--- src/rtl/dpMemPkg.sv ---
/* shared sizes, request structs and port state for the dual-port APB memory
   the array is fixed at 16 words of 16 bits, so nothing here is meant to be overridden */

package dpMemPkg;

  // address width, enough for the 16-word array
  localparam int addrBits = 4;

  // width of one stored word
  localparam int dataBits = 16;

  // number of words in the array
  localparam int memDepth = 16;

  // width of the saturating collision counter
  localparam int cntBits = 8;

  // one port's write request for the current cycle
  typedef struct packed {
    logic                valid;
    logic [addrBits-1:0] addr;
    logic [dataBits-1:0] data;
  } wrReq_t;

  // one port's read request for the current cycle
  typedef struct packed {
    logic                valid;
    logic [addrBits-1:0] addr;
  } rdReq_t;

  // registered read result returned to a port one cycle after its request
  typedef struct packed {
    logic [dataBits-1:0] data;
    logic                poisoned;
  } rdRsp_t;

  // APB port state
  // psIdle waits for a setup phase, psAccess is the first access cycle,
  // psReadWait is the single wait cycle of a read
  typedef enum logic [1:0] {
    psIdle,
    psAccess,
    psReadWait
  } portState_t;

endpackage

--- src/rtl/apbMemPort.sv ---
/* APB slave for one memory port, writes complete with no wait state, reads with one
   the address seen in setup must match the access phase, otherwise the transfer errors */

`timescale 1ns/1ps

module apbMemPort (
  input  logic                             WEb,
  input  logic                             rstN,
  input  logic                             psel,
  input  logic                             penable,
  input  logic                             pwrite,
  input  logic [dpMemPkg::addrBits-1:0]    paddr,
  input  logic [dpMemPkg::dataBits-1:0]    pwdata,
  output logic [dpMemPkg::dataBits-1:0]    prdata,
  output logic                             pready,
  output logic                             pslverr,
  output dpMemPkg::wrReq_t                 wrReq,
  output dpMemPkg::rdReq_t                 rdReq,
  input  logic                             collide,
  input  dpMemPkg::rdRsp_t                 rdRsp
);

  dpMemPkg::portState_t               state;
  dpMemPkg::portState_t               stateNext;
  logic [dpMemPkg::addrBits-1:0]      setupAddr;
  logic                               rdBad;
  logic                               setupNow;
  logic                               accessNow;
  logic                               addrStable;
  logic                               inAccess;
  logic                               inReadWait;
  logic                               rdErr;

  // phase decode straight from the APB strobes
  assign setupNow   = psel && !penable;
  assign accessNow  = psel && penable;
  assign inAccess   = (state == dpMemPkg::psAccess) && accessNow;
  assign inReadWait = (state == dpMemPkg::psReadWait) && accessNow;

  // the address must not move between setup and access
  assign addrStable = (paddr == setupAddr);

  always_comb
  begin
    stateNext = state;
    case (state)
      dpMemPkg::psIdle:
      begin
        if (setupNow)
        begin
          stateNext = dpMemPkg::psAccess;
        end
      end
      dpMemPkg::psAccess:
      begin
        if (!psel)
        begin
          stateNext = dpMemPkg::psIdle;
        end
        else if (penable)
        begin
          // writes finish now, reads need the registered array output
          stateNext = pwrite ? dpMemPkg::psIdle : dpMemPkg::psReadWait;
        end
      end
      dpMemPkg::psReadWait:
      begin
        stateNext = dpMemPkg::psIdle;
      end
      default:
      begin
        stateNext = dpMemPkg::psIdle;
      end
    endcase
  end

  always_ff @(posedge WEb or negedge rstN)
  begin
    if (!rstN)
    begin
      state <= dpMemPkg::psIdle;
      rdBad <= 1'b0;
    end
    else
    begin
      state <= stateNext;
      // remember an unstable read address for the wait cycle
      if (inAccess && !pwrite)
      begin
        rdBad <= !addrStable;
      end
    end
  end

  // a repeated setup while waiting for access restarts the stability check
  always_ff @(posedge WEb)
  begin
    if (setupNow && (state != dpMemPkg::psReadWait))
    begin
      setupAddr <= paddr;
    end
  end

  // requests into the core only for stable access cycles
  always_comb
  begin
    wrReq.valid = inAccess && pwrite && addrStable;
    wrReq.addr  = paddr;
    wrReq.data  = pwdata;
    rdReq.valid = inAccess && !pwrite && addrStable;
    rdReq.addr  = paddr;
  end

  assign rdErr = rdBad || rdRsp.poisoned;

  // poisoned or refused reads return zero
  assign prdata = (inReadWait && !rdErr) ? rdRsp.data : '0;

  assign pready = (inAccess && pwrite) || inReadWait;

  always_comb
  begin
    pslverr = 1'b0;
    if (inAccess && pwrite)
    begin
      pslverr = !addrStable || collide;
    end
    else if (inReadWait)
    begin
      pslverr = rdErr;
    end
  end

endmodule

--- src/rtl/memCore.sv ---
/* 16x16 storage shared by two ports, with one poison bit per word
   same-address writes in one cycle store zero as poisoned and count as a collision */

`timescale 1ns/1ps

module memCore (
  input  logic                          WEb,
  input  logic                          rstN,
  input  dpMemPkg::wrReq_t              wrReqA,
  input  dpMemPkg::wrReq_t              wrReqB,
  input  dpMemPkg::rdReq_t              rdReqA,
  input  dpMemPkg::rdReq_t              rdReqB,
  output logic                          collideA,
  output logic                          collideB,
  output dpMemPkg::rdRsp_t              rdRspA,
  output dpMemPkg::rdRsp_t              rdRspB,
  output logic [dpMemPkg::cntBits-1:0]  collisionCount
);

  logic [dpMemPkg::dataBits-1:0] mem [dpMemPkg::memDepth];
  logic [dpMemPkg::memDepth-1:0] poison;
  logic                          collision;
  logic                          sameAddr;
  logic                          counterFull;

  // two valid writes to one word in the same cycle
  assign sameAddr  = (wrReqA.addr == wrReqB.addr);
  assign collision = wrReqA.valid && wrReqB.valid && sameAddr;

  // both writers are told about the clash in the same cycle
  assign collideA = collision;
  assign collideB = collision;

  assign counterFull = (collisionCount == {dpMemPkg::cntBits{1'b1}});

  // array and poison update
  always_ff @(posedge WEb or negedge rstN)
  begin
    if (!rstN)
    begin
      for (int i = 0; i < dpMemPkg::memDepth; i++)
      begin
        mem[i] <= '0;
      end
      poison <= '0;
    end
    else if (collision)
    begin
      // neither value wins, the word is marked bad until rewritten
      mem[wrReqA.addr]    <= '0;
      poison[wrReqA.addr] <= 1'b1;
    end
    else
    begin
      // addresses differ here, so the two writes never overlap
      if (wrReqA.valid)
      begin
        mem[wrReqA.addr]    <= wrReqA.data;
        poison[wrReqA.addr] <= 1'b0;
      end
      if (wrReqB.valid)
      begin
        mem[wrReqB.addr]    <= wrReqB.data;
        poison[wrReqB.addr] <= 1'b0;
      end
    end
  end

  // read capture for port A
  // nonblocking reads see the word as it was before this edge's write
  always_ff @(posedge WEb)
  begin
    if (rdReqA.valid)
    begin
      rdRspA.data     <= mem[rdReqA.addr];
      rdRspA.poisoned <= poison[rdReqA.addr];
    end
  end

  // read capture for port B
  always_ff @(posedge WEb)
  begin
    if (rdReqB.valid)
    begin
      rdRspB.data     <= mem[rdReqB.addr];
      rdRspB.poisoned <= poison[rdReqB.addr];
    end
  end

  // collision counter holds at its maximum
  always_ff @(posedge WEb or negedge rstN)
  begin
    if (!rstN)
    begin
      collisionCount <= '0;
    end
    else if (collision && !counterFull)
    begin
      collisionCount <= collisionCount + 1'b1;
    end
  end

endmodule

--- src/rtl/dualPortMem.sv ---
/* top level, two independent APB ports sharing one memory core
   both ports run on the rising edge of WEb and share one asynchronous reset */

`timescale 1ns/1ps

module dualPortMem (
  input  logic                          WEb,
  input  logic                          rstN,
  // port A
  input  logic                          pselA,
  input  logic                          penableA,
  input  logic                          pwriteA,
  input  logic [dpMemPkg::addrBits-1:0] paddrA,
  input  logic [dpMemPkg::dataBits-1:0] pwdataA,
  output logic [dpMemPkg::dataBits-1:0] prdataA,
  output logic                          preadyA,
  output logic                          pslverrA,
  // port B
  input  logic                          pselB,
  input  logic                          penableB,
  input  logic                          pwriteB,
  input  logic [dpMemPkg::addrBits-1:0] paddrB,
  input  logic [dpMemPkg::dataBits-1:0] pwdataB,
  output logic [dpMemPkg::dataBits-1:0] prdataB,
  output logic                          preadyB,
  output logic                          pslverrB,
  output logic [dpMemPkg::cntBits-1:0]  collisionCount
);

  dpMemPkg::wrReq_t wrReqA;
  dpMemPkg::wrReq_t wrReqB;
  dpMemPkg::rdReq_t rdReqA;
  dpMemPkg::rdReq_t rdReqB;
  dpMemPkg::rdRsp_t rdRspA;
  dpMemPkg::rdRsp_t rdRspB;
  logic             collideA;
  logic             collideB;

  apbMemPort portA (
    .WEb     (WEb),
    .rstN    (rstN),
    .psel    (pselA),
    .penable (penableA),
    .pwrite  (pwriteA),
    .paddr   (paddrA),
    .pwdata  (pwdataA),
    .prdata  (prdataA),
    .pready  (preadyA),
    .pslverr (pslverrA),
    .wrReq   (wrReqA),
    .rdReq   (rdReqA),
    .collide (collideA),
    .rdRsp   (rdRspA)
  );

  apbMemPort portB (
    .WEb     (WEb),
    .rstN    (rstN),
    .psel    (pselB),
    .penable (penableB),
    .pwrite  (pwriteB),
    .paddr   (paddrB),
    .pwdata  (pwdataB),
    .prdata  (prdataB),
    .pready  (preadyB),
    .pslverr (pslverrB),
    .wrReq   (wrReqB),
    .rdReq   (rdReqB),
    .collide (collideB),
    .rdRsp   (rdRspB)
  );

  memCore core (
    .WEb            (WEb),
    .rstN           (rstN),
    .wrReqA         (wrReqA),
    .wrReqB         (wrReqB),
    .rdReqA         (rdReqA),
    .rdReqB         (rdReqB),
    .collideA       (collideA),
    .collideB       (collideB),
    .rdRspA         (rdRspA),
    .rdRspB         (rdRspB),
    .collisionCount (collisionCount)
  );

endmodule

--- config.mk ---
export PLATFORM = sky130hd
export DESIGN_NAME = dualPortMem
export DESIGN_NICKNAME = d
export VERILOG_FILES = /design/src/rtl/dpMemPkg.sv /design/src/rtl/apbMemPort.sv /design/src/rtl/memCore.sv /design/src/rtl/dualPortMem.sv
export SDC_FILE = /design/constraint.sdc
export NUM_CORES = 1
export LEC_CHECK = 0
export BUFFER_PORTS_ARGS = -buffer_cell sky130_fd_sc_hd__buf_2
export CORE_MARGIN = 3
export CORE_UTILIZATION = 45
export CTS_CLUSTER_SIZE = 40
export DETAILED_ROUTE_END_ITERATION = 12
export GPL_ROUTABILITY_DRIVEN = 0
export SYNTH_ARGS = -nofsm -noshare
export SYNTH_HDL_FRONTEND = slang
export SYNTH_HIERARCHICAL = 1
export SYNTH_SLANG_ARGS = --single-unit
--- constraint.sdc ---
create_clock -name WEb -period 4.6 [get_ports WEb]
set_input_delay 0.92 -clock WEb [delete_from_list [all_inputs] [get_ports WEb]]
set_output_delay 0.92 -clock WEb [all_outputs]
set_load 0.02 [all_outputs]
==> flow_summary.json <==
{
  "status": "finished, final reports clean",
  "post-cts-setup-buffer-count": 0,
  "yosysMostFrequentCell": "nand2_1",
  "routed_wl_mm": 74.43,
  "syn_to_final_growth_pct": 8.542,
  "via_per_inst": 6.595,
  "synth_async_sr_flop_share": 0.8720,
  "synth_cells": 2100,
  "final_cells": 2662,
  "dp.cells": 2592,
  "yosys-top-cells-count": "364 x nand2_1, 286 x dfrtp_1, 238 x a21oi_1",
  "cp_common_cell": "buf_2",
  "leakage_nw": 8.634,
  "netlist_area_um2": 20210,
  "dpl_cell_area_um2": 20690,
  "peakVddDrop_mv": 0.1956,
  "worstPathRequired_ns": 3.68,
  "dieArea_um2": 47500,
  "ys_ff_latch": 328,
  "setup_viol": 0,
  "num_vias": 17560,
  "ys_seq_area_frac": 0.4165,
  "startpoint": "paddrB[2]",
  "wl_per_cell_um": 27.96,
  "fin_ws_ns": 0.8886,
  "fp-row-count": 77,
  "clk_latency_ns": 0.57,
  "grt_overflow": 0,
  "drt_iter0_drc": 2003,
  "ys.warnings.count": 6,
  "cts_buffers": 39,
  "synthMuxAreaShare": 0.1532,
  "period_minus_slack_ns": 3.711,
  "clkSinkCount": 328,
  "die_x_um": 217.9,
  "h-tree-depth": 2,
  "grt_pass1_wl_mm": 111.8,
  "reg2reg_from": "portB/state[1]$_DFFE_PN0P_",
  "yosys_most_used_dff": "dfrtp_1",
  "critPathCaptureType": "output pin",
  "n_fill_cell": 4157,
  "cts_tree": "built",
  "fin_nets": 2090,
  "hold_violations": 0,
  "drive_gt1_frac": 0.2006,
  "rsz0062_at_grt": "no",
  "pin_count": 92,
  "synth_area_leaders": "dfrtp_1 35%, mux4_2 15%, nand2_1 6.8%, edfxtp_1 6.2%, a21oi_1 5.9%",
  "synth.top_cell.area_share": 0.3541,
  "ctsResizeCount": 0,
  "grt_max_degree": 164,
  "timing.fmax_mhz": 269.4,
  "die-height_um": 217.9,
  "finalClockSkew_ns": 0.02191,
  "ant_nets": 0,
  "detail_route.first_pass.iterations": 5,
  "drv_cap": 0,
  "relSlewSlack": 0.1689,
  "portBuffers": 91,
  "cp_cell_sequence": "buf_2, xnor2_1, nand4_1, nor2_1, buf_4, and2_2, nand3_4, inv_6, o31a_1, buf_2",
  "synthXorXnorAreaFrac": 0.008233,
  "clockBufferDepth": 3,
  "antenna_found_initial": 2,
  "finalCritPeriodShare": 0.8068,
  "synth_edf_count": 42,
  "synth_top_cell_by_area": "dfrtp_1",
  "min_path_type": "input pin to asynchronous set/reset pin",
  "synth_compound_area_frac": 0.1839,
  "multi_input_area_um2": 10410,
  "worstMarginPinSlew_ns": 1.247,
  "grtUsageTotal": 0.3146,
  "syn_nets": 2149,
  "grt_pass1_vias": 17690,
  "power.density_nw_per_um2": 298.3,
  "drv_slew": 0,
  "dp_hpwl_mm": 45.38,
  "path_max_fanout": 14,
  "tns_ns": 0,
  "pre_cts_ws_ns": 0.6326,
  "core_area_um2": 44320,
  "slowest_stage": "buf_2",
  "cts_root_buffer": "clkbuf_16",
  "cts_hold_buf": 0,
  "start_util": 0.4561,
  "regArea_um2": 8418,
  "drc_errors": 0,
  "start_kind": "input pin",
  "postSynthAreaPerCell_um2": 9.625,
  "crit_type": "input pin to output pin",
  "synth_top_family_by_area": "compound AO/OA/AOI/OAI gates",
  "slowest_delay_ns": 0.38,
  "synth.distinct_cells": 54,
  "finalPower_mw": 6.544,
  "clkTransAtPathRegs_ns": 0.05,
  "crit_arrival_ns": 2.79,
  "synthAdderAreaFrac": 0.0006190,
  "fin_area_um2": 21940,
  "synthSimpleGateAreaFrac": 0.1666
}
==> power by group <==
part / internal [mW] / leakage [nW] / switching [mW]
clock: 1.79 / 0.620 / 1.26
sequential: 2.97 / 4.43 / 0.0270
combinational: 0.139 / 3.59 / 0.355
total: 4.90 / 8.63 / 1.64
==> path summary, 6_finish.rpt <==
check	to	slack, ns	cells after the start
worst max-delay path	pslverrA	0.89	10
worst min-delay path	core/collisionCount[1]$_DFFE_PN0P_	0.15	1
worst max register to register	core/mem[163]$_DFF_PN0_	1.55	11
worst min register to register	core/collisionCount[6]$_DFFE_PN0P_	0.49	1
max in group asynchronous	core/mem[170]$_DFF_PN0_	3.25	2
min in group WEb	core/collisionCount[6]$_DFFE_PN0P_	0.49	1
==> cell usage in the layout, fill, tap and decap left out, types with 11 or more instances in the layout <==
cell type    n
dfrtp_1    286
clkbuf_8    11
nand2_1    363
o21ai_0    197
a21oi_2     15
xnor2_1     12
buf_4       67
nor2_1      33
a21oi_1    237
clkbuf_16   41
a22oi_1    117
buf_2       86
a22o_1      16
nor3_1     193
nor3_4      14
edfxtp_1    42
and2_1      37
o21ai_1     56
mux4_2     136
==> logic make-up (layout without fill, tap and decap cells) <==
kind of cell               count (synthesis)  count (layout)
and+or+nand+nor                          698             698
AOI/OAI and AO/OA                        651             651
buffers and inverters                    264             233
DFF                                      328             328
other                                      0               1
muxes                                    139             139
xor gates and xnor gates                  19              19
adders and majority gates                  1               1
==> through the flow <==
stage	hold WS, ns	utilization
6_report	0.1512	0.4951
5_1_grt	0.1348	0.4950
2_1_floorplan	0.4601	-
3_3_place_gp	0.4731	0.4669
4_1_cts	0.1421	0.4950
3_5_place_dp	0.4818	0.4669
==> critical path: cells and delay by family <==
family | cells | cell delay [ns]
AOI/OAI and AO/OA | 1 | 0.14
xor gates and xnor gates | 1 | 0.17
buffers and inverters | 4 | 0.86
and+or+nand+nor | 4 | 0.69
==> cell type report <==
| cell class | instances | area share |
|---|---|---|
| flip-flops and latches | 328 | 0.3837 |
| well taps | 592 | 0.03376 |
| clock inverters | 10 | 0.001996 |
| inverters | 2 | 0.0005703 |
| diodes | 1 | 0.0001141 |
| clock buffers | 59 | 0.05486 |
| repair buffers | 162 | 0.05053 |
| multi-input cells | 1508 | 0.4745 |
==> sequential cells by signal (all words and copies together) (netlist names), 2 cells and up <==
| name | cells |
|---|---|
| core/collisionCount | 8 |
| core/mem | 256 |
| core/poison | 16 |
| core/rdRspA | 17 |
| core/rdRspB | 17 |
| portA/setupAddr | 4 |
| portA/state | 2 |
| portB/setupAddr | 4 |
| portB/state | 2 |
==> routing by layer <==
layer	wire, um	up-vias	GRT usage	share of wire
li1	-	7523	-	-
met1	27940	8724	0.4051	0.38
met2	33420	1033	0.4771	0.45
met3	7664	275	0.07273	0.10
met4	5394	2	0.2070	0.072
met5	14	-	0	0.00019
Power figures use the tool's default switching activity.
